### src/mandel_pkg.sv
package mandel_pkg;

	////////////////////////////////////////////////////////////
	// Fixed point, 4.23 two's complement
	////////////////////////////////////////////////////////////

	localparam int FRAC_BITS = 23;

	typedef logic signed [26:0] fix_t;

	// 1.0 and the escape bound 4.0
	localparam fix_t FIX_ONE  = 27'sd8388608;
	localparam fix_t FIX_FOUR = 27'sd33554432;

	// Frame buffer word address and iteration count
	typedef logic [18:0] adr_t;
	typedef logic [9:0]  count_t;

	////////////////////////////////////////////////////////////
	// View selection
	////////////////////////////////////////////////////////////

	// Zoom codes
	localparam logic [1:0] ZOOM_FULL = 2'd0;
	localparam logic [1:0] ZOOM_NEAR = 2'd1;
	localparam logic [1:0] ZOOM_DEEP = 2'd2;

	typedef struct packed {
		logic [1:0] zoom;
		logic       pan_right;
		logic       pan_down;
	} view_t;

	// Upper left corner, -2.0 + 1.0i
	localparam fix_t VIEW_CR_START = -27'sd16777216;
	localparam fix_t VIEW_CI_START = FIX_ONE;

	// Column steps 3/640, 1.5/640, 0.75/640
	localparam fix_t VIEW_DX_FULL = 27'sd39321;
	localparam fix_t VIEW_DX_ZOOM = 27'sd19660;
	localparam fix_t VIEW_DX_DEEP = 27'sd9830;

	// Row steps 2/480, 1/480, 0.5/480
	localparam fix_t VIEW_DY_FULL = 27'sd34952;
	localparam fix_t VIEW_DY_ZOOM = 27'sd17476;
	localparam fix_t VIEW_DY_DEEP = 27'sd8738;

	// Pan shifts the corner by one unit
	localparam fix_t VIEW_PAN = FIX_ONE;

	////////////////////////////////////////////////////////////
	// Stage payloads
	////////////////////////////////////////////////////////////

	// Scanner to iterator
	typedef struct packed {
		adr_t adr;
		fix_t cr;
		fix_t ci;
	} point_t;

	// Iterator to writer
	typedef struct packed {
		adr_t   adr;
		count_t count;
	} result_t;

	// Color byte, RGB 3-3-2
	typedef struct packed {
		logic [2:0] red;
		logic [2:0] green;
		logic [1:0] blue;
	} rgb_t;

	// Bus side reads raw, color map writes rgb
	typedef union packed {
		logic [7:0] raw;
		rgb_t       rgb;
	} pixel_u;

	// 4.23 multiply, full product then drop fraction and top bits
	function automatic fix_t fix_mul(input fix_t a, input fix_t b);
		logic signed [53:0] prod;
		prod = a * b;
		return prod[FRAC_BITS+26:FRAC_BITS];
	endfunction

endpackage

### src/pixel_writer.sv
`timescale 1ns/1ns

module pixel_writer #(
	parameter int WIDTH    = 640,
	parameter int HEIGHT   = 480,
	parameter int MAX_ITER = 1000
) (
	input  logic                clk,
	input  logic                rst,
	input  logic                res_valid,
	input  mandel_pkg::result_t res,
	output logic                res_ready,
	output logic                frame_done,
	output logic                wb_cyc,
	output logic                wb_stb,
	output logic                wb_we,
	output mandel_pkg::adr_t    wb_adr,
	output mandel_pkg::pixel_u  wb_dat,
	input  logic                wb_ack
);

	localparam mandel_pkg::count_t LIMIT = mandel_pkg::count_t'(MAX_ITER);
	localparam mandel_pkg::adr_t ADR_LAST = mandel_pkg::adr_t'(WIDTH * HEIGHT - 1);

	mandel_pkg::pixel_u color;
	logic take;

	// One result at a time and none while a bus cycle runs
	assign res_ready = !wb_cyc;
	assign take      = res_valid && res_ready;

	// Write only master
	assign wb_we = wb_cyc;

	////////////////////////////////////////////////////////////
	// Count to color
	////////////////////////////////////////////////////////////

	always_comb begin
		if (res.count >= LIMIT) begin
			// Inside the set
			color.rgb = '{red: 3'd0, green: 3'd0, blue: 2'd0};
		end else if (res.count >= (LIMIT >> 2)) begin
			// Also covers limit/2 with the same color
			color.rgb = '{red: 3'd3, green: 3'd1, blue: 2'd0};
		end else if (res.count >= (LIMIT >> 3)) begin
			color.rgb = '{red: 3'd5, green: 3'd2, blue: 2'd1};
		end else if (res.count >= (LIMIT >> 4)) begin
			color.rgb = '{red: 3'd3, green: 3'd1, blue: 2'd1};
		end else if (res.count >= (LIMIT >> 5)) begin
			color.rgb = '{red: 3'd1, green: 3'd1, blue: 2'd1};
		end else if (res.count >= (LIMIT >> 6)) begin
			color.rgb = '{red: 3'd3, green: 3'd2, blue: 2'd2};
		end else begin
			// limit/128, limit/256 and below
			color.rgb = '{red: 3'd2, green: 3'd4, blue: 2'd2};
		end
	end

	////////////////////////////////////////////////////////////
	// Wishbone classic write
	////////////////////////////////////////////////////////////

	always_ff @(posedge clk or posedge rst) begin
		if (rst) begin
			wb_cyc     <= 1'b0;
			wb_stb     <= 1'b0;
			frame_done <= 1'b0;
		end else begin
			frame_done <= 1'b0;
			if (take) begin
				wb_cyc <= 1'b1;
				wb_stb <= 1'b1;
			end else if (wb_stb && wb_ack) begin
				wb_cyc <= 1'b0;
				wb_stb <= 1'b0;
				// Last pixel acked ends the frame
				frame_done <= (wb_adr == ADR_LAST);
			end
		end
	end

	// Address and data held for the whole cycle
	always_ff @(posedge clk) begin
		if (take) begin
			wb_adr <= res.adr;
			wb_dat <= color;
		end
	end

	// Strobe stays inside the cycle with address and data frozen until ack
	assert property (@(posedge clk) disable iff (rst)
		wb_stb && !wb_ack |=> wb_cyc && wb_stb && $stable(wb_adr) && $stable(wb_dat));

endmodule

### config.mk
export PLATFORM = sky130hd
export DESIGN_NAME = pixel_writer
export DESIGN_NICKNAME = d
export VERILOG_FILES = /design/src/mandel_pkg.sv /design/src/pixel_writer.sv
export SDC_FILE = /design/constraint.sdc
export NUM_CORES = 1
export LEC_CHECK = 0
export ABC_CLOCK_PERIOD_IN_PS = 1900
export BUFFER_PORTS_ARGS = -buffer_cell sky130_fd_sc_hd__buf_2
export CAP_MARGIN = 10
export CORE_UTILIZATION = 38
export DETAILED_ROUTE_END_ITERATION = 10
export PLACE_DENSITY = 0.72
export SYNTH_ARGS = -nofsm -noshare
export SYNTH_HDL_FRONTEND = slang
export SYNTH_SLANG_ARGS = --single-unit
### constraint.sdc
create_clock -name clk -period 1.9 [get_ports clk]
set_input_delay 0.095 -clock clk [delete_from_list [all_inputs] [get_ports clk]]
set_output_delay 0.095 -clock clk [all_outputs]
set_load 0.02 [all_outputs]
==> impl_metrics.csv <==
group,metric,value,unit
run_status,status,"finished clean",
synth,ys_ff_latch,29,
final_layout,stdcell_count,195,
worst_setup_path,cp.arrival,1.23,ns
routing,routed_wl,2680,µm
floorplan,placement_rows,19,
placement,pre_cts_ws,0.361,ns
clock_tree,clk_pin_slew,0.09,ns
clock_tree,clk_latency,0.32,ns
final_layout,antenna_cells,0,
placement,port_buffers,64,
synth,syn-instance-count,73,
timing,fin_skew,0.00619,ns
timing,setup_slack,0.669,ns
clock_tree,cts_tree,"done",
floorplan,die-area,3200,µm²
power_and_ir_drop,p_leak,0.733,nW
clock_tree,clockBufferDepth,2,
clock_tree,cts-root-buf,"clkbuf_4",
synth,syn-cell-area,1130,µm²
worst_setup_path,r2r-end,"wb_adr[0]",
power_and_ir_drop,ir_drop,0.571,mV
final_layout,final_layout_size_suffix_gt1_share,46.3,%
floorplan,die_h,56.6,µm
timing,rsz0062_at_grt,"no",
clock_tree,post_cts_buffers,0,
routing,drc,0,
placement,dp_hpwl,1680,µm
global_route,grt_first_pass_wirelength,4330,µm
final_layout,fin_nets,196,
timing,finalWorstPathRequiredPeriod,1.23,ns
worst_setup_path,r2r_slack,0.67,ns
worst_setup_path,path_class,"reg2reg",
final_layout,area_growth,55.6,%
timing,max_slew_margin,61.3,%
placement,dp_cells,166,
synth,synth.distinct_cells,23,
synth,avgSynthCellArea,15.5,µm²
final_layout,n_fill_cell,215,
global_route,grt_use_total,18.4,%
worst_setup_path,startpoint,"wb_stb",
timing,setup_viol,0,
timing,finalSetupTns,0,ns
routing,first_iter_violations,49,
routing,final_antenna_net_count,0,
worst_setup_path,cp_data_required_time,1.90,ns
final_layout,layout_commonest_cell,"buf_2",
global_route,antenna_found_initial,0,
timing,hold_violations,0,
clock_tree,numCtsBuffers,5,
worst_setup_path,critPathMaxFanout,27,
worst_setup_path,worst_r2r_path_depth,2,
routing,via_count,975,
routing,drt_pass1_iterations,4,
timing,timing.fmax,0.812,GHz
synth,syn_nets,106,
final_layout,layout_common_cells,"buf_2 (64), edfxtp_1 (27), dlygate4sd3_1 (21), nor2_1 (8), nand4_1 (6)",
hold_path,min_from,"wb_ack",
worst_setup_path,r2r_start,"wb_stb",
global_route,grt_max_degree,28,
floorplan,core_area,2780,µm²
power_and_ir_drop,powerDensity,807,nW/µm²
synth,yosysWarnings,0,
clock_tree,clock-sinks,29,
routing,via_per_inst,5.00,
placement,place.gp.congestion,0.742,
routing,detail_route.wl_per_cell,13.7,µm
floorplan,die_w,56.6,µm
timing,period_share,64.8,%
timing,drv_slew,0,
timing,tightest_slew,0.575,ns
hold_path,hold_path.class,"in2reg",
worst_setup_path,start_kind,"register",
clock_tree,cts-htree-levels,2,
floorplan,io_pins,65,
global_route,overflow,0,
floorplan,start_util,40.7,%
synth,yosysSeqAreaShare,76.0,%
worst_setup_path,endpoint,"wb_adr[0]",
global_route,grt_pass1_vias,972,
run,maxCapViolCount,0,
worst_setup_path,endpoint_kind,"register",
==> power breakdown <==
part           switching (mW)  leakage [nW]  total, mW  internal [mW]
clock                   0.201        0.0413      0.415          0.214
combinational           0.140         0.416      0.240          0.100
sequential             0.0192         0.275      0.768          0.749
==> worst min-delay path by stage <==
stage	to	slack [ns]	depth (start not counted)
finish	frame_done	0.04	3
global route	frame_done	0.04	3
CTS	frame_done	0.03	3
detailed placement	wb_stb	-0.05	2
global placement	wb_stb	-0.06	2
floorplan	frame_done	-0.16	1
==> cells by family after synthesis <==
family                    share of synthesized area [%]
DFF                                                76.0
xor gates and xnor gates                          0.774
AOI/OAI and AO/OA                                  6.96
buffers and inverters                              2.76
and+or+nand+nor                                    13.5
==> final cells by class <==
type	count	area [µm²]	share of cell area (%)
Clock buffer	7	65.1	3.69
Sequential cell	29	861	48.9
Multi-Input combinational cell	38	243	13.8
Timing Repair Buffer	86	538	30.5
Clock inverter	1	5.00	0.284
Inverter	3	11.3	0.639
Tap cell	31	38.8	2.20
==> critical path: stages, from the launching register on <==
cell and delay, ns:
dfrtp_1 0.45, nor2b_2 0.13, buf_4 0.32
==> timing repair <==
item | CTS | global route
resized for setup | 0 | 0
hold buffers | 21 | 0
hold endpoints to repair | 22 | 0
==> cell usage after synthesis, drive strengths merged <==
library cell / n / share of area, %
or3: 1 / 0.55
or4: 1 / 0.99
nor2: 8 / 2.7
o21a: 2 / 1.3
a21oi: 2 / 0.88
dfrtp: 2 / 4.4
o21ai: 2 / 0.88
nand3: 1 / 0.44
nor4: 2 / 1.1
nand2: 1 / 0.33
inv: 3 / 0.99
nor4bb: 1 / 0.88
a211oi: 1 / 1.8
nand4: 6 / 3.3
nor2b: 2 / 1.1
edfxtp: 27 / 72
o22a: 1 / 0.77
and4: 1 / 0.77
o211ai: 2 / 1.3
xnor2: 1 / 0.77
buf: 3 / 1.8
nor3: 3 / 1.3
==> per-stage QoR <==
| stage | util (%) | area (µm²) | hold slack [ns] | power (mW) |
|---|---|---|---|---|
| after floorplan | - | 1130 | -0.164 | 0.899 |
| after CTS | 63.3 | 1760 | 0.0306 | 1.43 |
| after global routing | 63.3 | 1760 | 0.0395 | 1.49 |
| final | 63.3 | 1760 | 0.0435 | 1.42 |
| after detailed placement | 53.3 | 1480 | -0.0464 | 0.985 |
| after global placement | 53.3 | 1480 | -0.0558 | 0.978 |
==> per-layer routing <==
| layer | part of all wire [%] | wire, µm | up-vias | track usage, % |
|---|---|---|---|---|
| met5 | 0 | 0 | - | 0 |
| met4 | 1.6 | 44 | 0 | 8.36 |
| met3 | 9.9 | 264 | 5 | 6.45 |
| met2 | 52 | 1400 | 54 | 33.1 |
| met1 | 36 | 970 | 453 | 18.8 |
| li1 | - | - | 463 | - |
==> sequential cells by signal, indices dropped and copies added (netlist names) <==
register / cells
frame_done: 1
wb_adr: 19
wb_dat: 8
wb_stb: 1
Note: power is estimated with default switching activity, not from simulation.
