`config.mk`:
```
export PLATFORM = sky130hd
export DESIGN_NAME = pixel_scanner
export DESIGN_NICKNAME = d
export VERILOG_FILES = /design/src/mandel_pkg.sv /design/src/pixel_scanner.sv
export SDC_FILE = /design/constraint.sdc
export NUM_CORES = 1
export LEC_CHECK = 0
export BUFFER_PORTS_ARGS = -buffer_cell sky130_fd_sc_hd__buf_2
export CAP_MARGIN = 10
export CORE_MARGIN = 3
export CORE_UTILIZATION = 45
export DETAILED_ROUTE_END_ITERATION = 16
export GPL_TIMING_DRIVEN = 0
export PLACE_DENSITY = 0.68
export SYNTH_ARGS = -nofsm -noshare
export SYNTH_HDL_FRONTEND = slang
export SYNTH_SLANG_ARGS = --single-unit
```
`constraint.sdc`:
```
create_clock -name clk -period 6.4 [get_ports clk]
set_input_delay 0.64 -clock clk [delete_from_list [all_inputs] [get_ports clk]]
set_output_delay 0.64 -clock clk [all_outputs]
set_load 0.05 [all_outputs]
```
`src/mandel_pkg.sv`:
```
package mandel_pkg;

	////////////////////////////////////////////////////////////
	// Fixed point, 4.23 two's complement
	////////////////////////////////////////////////////////////

	localparam int FRAC_BITS = 23;

	typedef logic signed [26:0] fix_t;

	// 1.0 and the escape bound 4.0
	localparam fix_t FIX_ONE  = 27'sd8388608;
	localparam fix_t FIX_FOUR = 27'sd33554432;

	// Frame buffer word address and iteration count
	typedef logic [18:0] adr_t;
	typedef logic [9:0]  count_t;

	////////////////////////////////////////////////////////////
	// View selection
	////////////////////////////////////////////////////////////

	// Zoom codes
	localparam logic [1:0] ZOOM_FULL = 2'd0;
	localparam logic [1:0] ZOOM_NEAR = 2'd1;
	localparam logic [1:0] ZOOM_DEEP = 2'd2;

	typedef struct packed {
		logic [1:0] zoom;
		logic       pan_right;
		logic       pan_down;
	} view_t;

	// Upper left corner, -2.0 + 1.0i
	localparam fix_t VIEW_CR_START = -27'sd16777216;
	localparam fix_t VIEW_CI_START = FIX_ONE;

	// Column steps 3/640, 1.5/640, 0.75/640
	localparam fix_t VIEW_DX_FULL = 27'sd39321;
	localparam fix_t VIEW_DX_ZOOM = 27'sd19660;
	localparam fix_t VIEW_DX_DEEP = 27'sd9830;

	// Row steps 2/480, 1/480, 0.5/480
	localparam fix_t VIEW_DY_FULL = 27'sd34952;
	localparam fix_t VIEW_DY_ZOOM = 27'sd17476;
	localparam fix_t VIEW_DY_DEEP = 27'sd8738;

	// Pan shifts the corner by one unit
	localparam fix_t VIEW_PAN = FIX_ONE;

	////////////////////////////////////////////////////////////
	// Stage payloads
	////////////////////////////////////////////////////////////

	// Scanner to iterator
	typedef struct packed {
		adr_t adr;
		fix_t cr;
		fix_t ci;
	} point_t;

	// Iterator to writer
	typedef struct packed {
		adr_t   adr;
		count_t count;
	} result_t;

	// Color byte, RGB 3-3-2
	typedef struct packed {
		logic [2:0] red;
		logic [2:0] green;
		logic [1:0] blue;
	} rgb_t;

	// Bus side reads raw, color map writes rgb
	typedef union packed {
		logic [7:0] raw;
		rgb_t       rgb;
	} pixel_u;

	// 4.23 multiply, full product then drop fraction and top bits
	function automatic fix_t fix_mul(input fix_t a, input fix_t b);
		logic signed [53:0] prod;
		prod = a * b;
		return prod[FRAC_BITS+26:FRAC_BITS];
	endfunction

endpackage

```
`src/pixel_scanner.sv`:
```
`timescale 1ns/1ns

module pixel_scanner #(
	parameter int WIDTH  = 640,
	parameter int HEIGHT = 480
) (
	input  logic               clk,
	input  logic               rst,
	input  logic               start,
	input  mandel_pkg::view_t  view,
	input  logic               frame_done,
	output logic               busy,
	output logic               pt_valid,
	output mandel_pkg::point_t pt,
	input  logic               pt_ready
);

	localparam int COL_W = $clog2(WIDTH + 1);
	localparam int ROW_W = $clog2(HEIGHT + 1);
	localparam logic [COL_W-1:0] COL_LAST = COL_W'(WIDTH - 1);
	localparam logic [ROW_W-1:0] ROW_LAST = ROW_W'(HEIGHT - 1);

	// Decoded view, valid in the start cycle
	mandel_pkg::fix_t cr_sel;
	mandel_pkg::fix_t ci_sel;
	mandel_pkg::fix_t dx_sel;
	mandel_pkg::fix_t dy_sel;

	// View held for the whole frame
	mandel_pkg::fix_t cr_row;
	mandel_pkg::fix_t dx;
	mandel_pkg::fix_t dy;

	// Raster position
	logic [COL_W-1:0] col;
	logic [ROW_W-1:0] row;

	logic launch;
	logic take;
	logic last_pt;
	logic row_end;

	// New frame only when idle
	assign launch  = start && !busy;
	assign take    = pt_valid && pt_ready;
	assign row_end = (col == COL_LAST);
	assign last_pt = row_end && (row == ROW_LAST);

	////////////////////////////////////////////////////////////
	// View decode
	////////////////////////////////////////////////////////////

	always_comb begin
		case (view.zoom)
			mandel_pkg::ZOOM_NEAR: begin
				dx_sel = mandel_pkg::VIEW_DX_ZOOM;
				dy_sel = mandel_pkg::VIEW_DY_ZOOM;
			end
			mandel_pkg::ZOOM_DEEP: begin
				dx_sel = mandel_pkg::VIEW_DX_DEEP;
				dy_sel = mandel_pkg::VIEW_DY_DEEP;
			end
			mandel_pkg::ZOOM_FULL: begin
				dx_sel = mandel_pkg::VIEW_DX_FULL;
				dy_sel = mandel_pkg::VIEW_DY_FULL;
			end
			// Unused code 3 falls back to full view
			default: begin
				dx_sel = mandel_pkg::VIEW_DX_FULL;
				dy_sel = mandel_pkg::VIEW_DY_FULL;
			end
		endcase
		// Pan right moves real start up, pan down moves imag start down
		cr_sel = mandel_pkg::VIEW_CR_START;
		ci_sel = mandel_pkg::VIEW_CI_START;
		if (view.pan_right) begin
			cr_sel = cr_sel + mandel_pkg::VIEW_PAN;
		end
		if (view.pan_down) begin
			ci_sel = ci_sel - mandel_pkg::VIEW_PAN;
		end
	end

	////////////////////////////////////////////////////////////
	// Control
	////////////////////////////////////////////////////////////

	always_ff @(posedge clk or posedge rst) begin
		if (rst) begin
			busy     <= 1'b0;
			pt_valid <= 1'b0;
			col      <= '0;
			row      <= '0;
		end else if (launch) begin
			busy     <= 1'b1;
			pt_valid <= 1'b1;
			col      <= '0;
			row      <= '0;
		end else begin
			// Writer reports the last ack
			if (frame_done) begin
				busy <= 1'b0;
			end
			if (take) begin
				if (last_pt) begin
					pt_valid <= 1'b0;
				end else if (row_end) begin
					col <= '0;
					row <= row + 1'b1;
				end else begin
					col <= col + 1'b1;
				end
			end
		end
	end

	// Point payload, steps only on a transfer
	always_ff @(posedge clk) begin
		if (launch) begin
			cr_row <= cr_sel;
			dx     <= dx_sel;
			dy     <= dy_sel;
			pt.adr <= '0;
			pt.cr  <= cr_sel;
			pt.ci  <= ci_sel;
		end else if (take && !last_pt) begin
			pt.adr <= pt.adr + 1'b1;
			if (row_end) begin
				// Back to left edge, one row down
				pt.cr <= cr_row;
				pt.ci <= pt.ci - dy;
			end else begin
				pt.cr <= pt.cr + dx;
			end
		end
	end

	// Offered point held under back-pressure
	assert property (@(posedge clk) disable iff (rst)
		pt_valid && !pt_ready |=> pt_valid && $stable(pt));

endmodule

```
==> results.yml <==
status:
  outcome: "finished, final reports clean"
placement:
  gp_congestion: 0.9524
  io_buffers: 82
  hpwl_mm: 10.46
  dp_slack_ns: 2.681
drt:
  drt_iter0_markers: 579
  ant_nets: 0
  wl_mm: 14.38
  route.detailed.wl_per_inst_microns: 16.05
  dr.pass1.iters: 5
  drc_errors: 0
  vias_per_cell: 5.650
  via_count: 5062
finish:
  postLayoutCoreUtil_pct: 54.21
  fin_nets: 763
  antenna_cells: 0
  layout-drive-gt1-share_pct: 14.92
  area.growth.synth_to_final_pct: 15.65
logic_synthesis:
  synthDistinctLibCells: 61
  synthArstFlopShare_pct: 21.21
  synth_ff_type: "edfxtp_1"
  synth_area_sq_mm: 0.006012
  synth_edf_count: 59
  synthesis.area_per_instance_sq_um: 9.619
  synthCells: 625
  synth_fp_nets: 669
  synth_seq_cells: 99
  ys_seq_area_share_pct: 44.54
  yosys_warnings: 0
sta:
  finalSetupTns_ns: 0
  rsz0062_at_grt: "false"
  finalCritPeriodShare_pct: 59.53
  setup-violations-final: 0
  fmax_mhz: 262.5
  period_minus_slack_ns: 3.810
  finalWorstSetupSlack_ns: 2.590
  final_max_slew_viol_count: 0
  whs_ns: 0.4715
  worst_pin_slew_ns: 0.8391
  hold_viol: 0
  relSlewSlack_pct: 44.06
  clock_skew_ns: 0.009601
clock_tree:
  cts_resized: 0
  clock-root-buffer: "clkbuf_16"
  clkTransAtPathRegs_ns: 0.07
  cts-htree-levels: 3
  cts_buffers: 9
  ctsHoldBuffers: 0
  cts_setup_buffers: 0
  cts_tree: "built"
  insertion_delay_ns: 0.35
  cts.sinks: 99
  cts_max_path_buffers: 2
worst_setup_path:
  max_stage_delay_ns: 0.75
  cpMaxStageDelayCell: "a221oi_1"
  crit_required_ns: 6.47
  critPathMaxFanout: 7
  cp-end-kind: "flip-flop"
  arrival_ns: 3.88
  critPathKind: "flip-flop to flip-flop"
  cp_common_cell: "o21ai_0"
  start_kind: "flip-flop"
  path_cells: "ha_1, inv_1, fa_1, a211oi_1, o21ai_0, a221oi_1, o21ai_0, nor4_1, a311oi_1"
floorplan:
  initial_core_util_pct: 46.88
  core_area_sq_mm: 0.01282
  num_io_pins: 84
  die_area_sq_mm: 0.01478
  die_w_microns: 121.6
  die_h_microns: 121.6
  rows: 41
grt:
  grt_max_degree: 36
  grt_overflow_total: 0
  grt_pass1_vias: 4817
  grt_pass1_wl_mm: 23.30
  antenna_found_initial: 0
  grtUsageTotal_pct: 19.76
power_and_ir_drop:
  report.power.total_mw: 2.790
  peakVddDrop_mv: 0.1370
  leakagePower_nw: 2.949
  power_density_mw_per_mm2: 401.3
run:
  cap_viol_max_count: 0
worst_hold_path:
  hold_path_class: "primary input to async pin"
==> cell type report <==
cell class	count	area, sq um
plain buffers	21	85.08
well taps	172	215.2
clock inverters	5	53.80
inverters	25	93.84
fillers	1192	5872
multi-input cells	480	3157
repair buffers	83	437.9
flip-flops and latches	99	2678
clock buffers	11	232.7
==> metal layers <==
metal  share of wire (%)  vias up  GRT usage (%)
met1                  45     2392          25.97
met2                  47      150          32.12
li1                    -     2491              -
met4                 2.2        0          8.333
met5                   0        -              0
met3                 5.0       29          3.714
==> state kept, by name, summed over array words and instances, names as in the netlist <==
register and count:
busy 1, col 10, cr_row 1, dx 5
pt 72, pt_valid 1, row 9
==> metrics by stage <==
step                instances  area (sq um)
floorplan                 625          6012
global placement          879          6638
detailed placement        879          6639
CTS                       895          6925
global route              896          6953
finish                    896          6953
==> where the power goes <==
group,internal [mW],switching (mW)
Sequential,0.846,0.106
Combinational,0.418,0.885
Clock,0.301,0.234
==> layout by cell type, fill, tap and decap left out, drive strengths merged, types with 5 or more instances in the layout <==
cell     Yosys  layout
buf          5      88
nor2        80      80
edfxtp      59      59
nand2       43      43
a21oi       37      37
ha          33      33
xnor2       29      29
xor2        29      29
o21ai       29      29
clkbuf      16      27
inv         25      25
nand3       21      21
dfrtp       21      21
dfxtp       19      19
and3        16      16
nor3        13      13
a21o        12      12
o211ai      12      12
or3         12      12
nand4       10      10
or4          9       9
o31ai        8       8
a211oi       7       7
mux2i        7       7
nor2b        7       7
and2         7       7
nor4         5       5
o2111ai      5       5
==> critical path: cells and delay by family, from the launching register on <==
kind / cells / cell delay [ns]
DFF: 1 / 0.58
and+or+nand+nor: 1 / 0.35
AOI/OAI and AO/OA: 5 / 1.89
adders and majority gates: 2 / 0.65
buffers and inverters: 1 / 0.05
==> logic make-up after synthesis <==
kind of cell | count (synthesis) | share of synthesized area, %
adders and majority gates | 35 | 7.534
and+or+nand+nor | 243 | 20.46
buffers and inverters | 46 | 2.955
other | 1 | 0.06238
xor gates and xnor gates | 58 | 8.449
DFF | 99 | 44.54
muxes | 8 | 1.353
AOI/OAI and AO/OA | 135 | 14.65
==> path summary, 6_finish.rpt <==
path / startpoint / endpoint / slack, ns / cells after the start
max: dx[13] / pt[19] / 2.59 / 9
min: rst / row[2] / 0.47 / 2
max reg2reg: dx[13] / pt[19] / 2.59 / 9
min reg2reg: pt[62] / pt[62] / 0.52 / 2
max in group asynchronous: rst / busy / 5.41 / 2
min in group clk: frame_done / busy / 0.48 / 2
==> cells in the mapped netlist (9+ instances only) <==
cell type  count  area share, %
a21o_1        12            1.5
a21oi_1       37            3.1
and3_1        16            1.7
clkbuf_1      16            1.0
dfrtp_1       21            8.7
dfxtp_1       19            6.3
edfxtp_1      59             29
ha_1          33            6.9
inv_1         25            1.6
nand2_1       43            2.7
nand3_1       21            1.7
nand4_1       10            1.0
nor2_1        80            5.0
nor3_1        13            1.1
o211ai_1      12            1.5
o21ai_0       28            2.3
or3_1         11            1.1
or4_1          9            1.1
xnor2_1       29            4.2
xor2_1        29            4.2
Note: power is estimated with default switching activity, not from simulation.
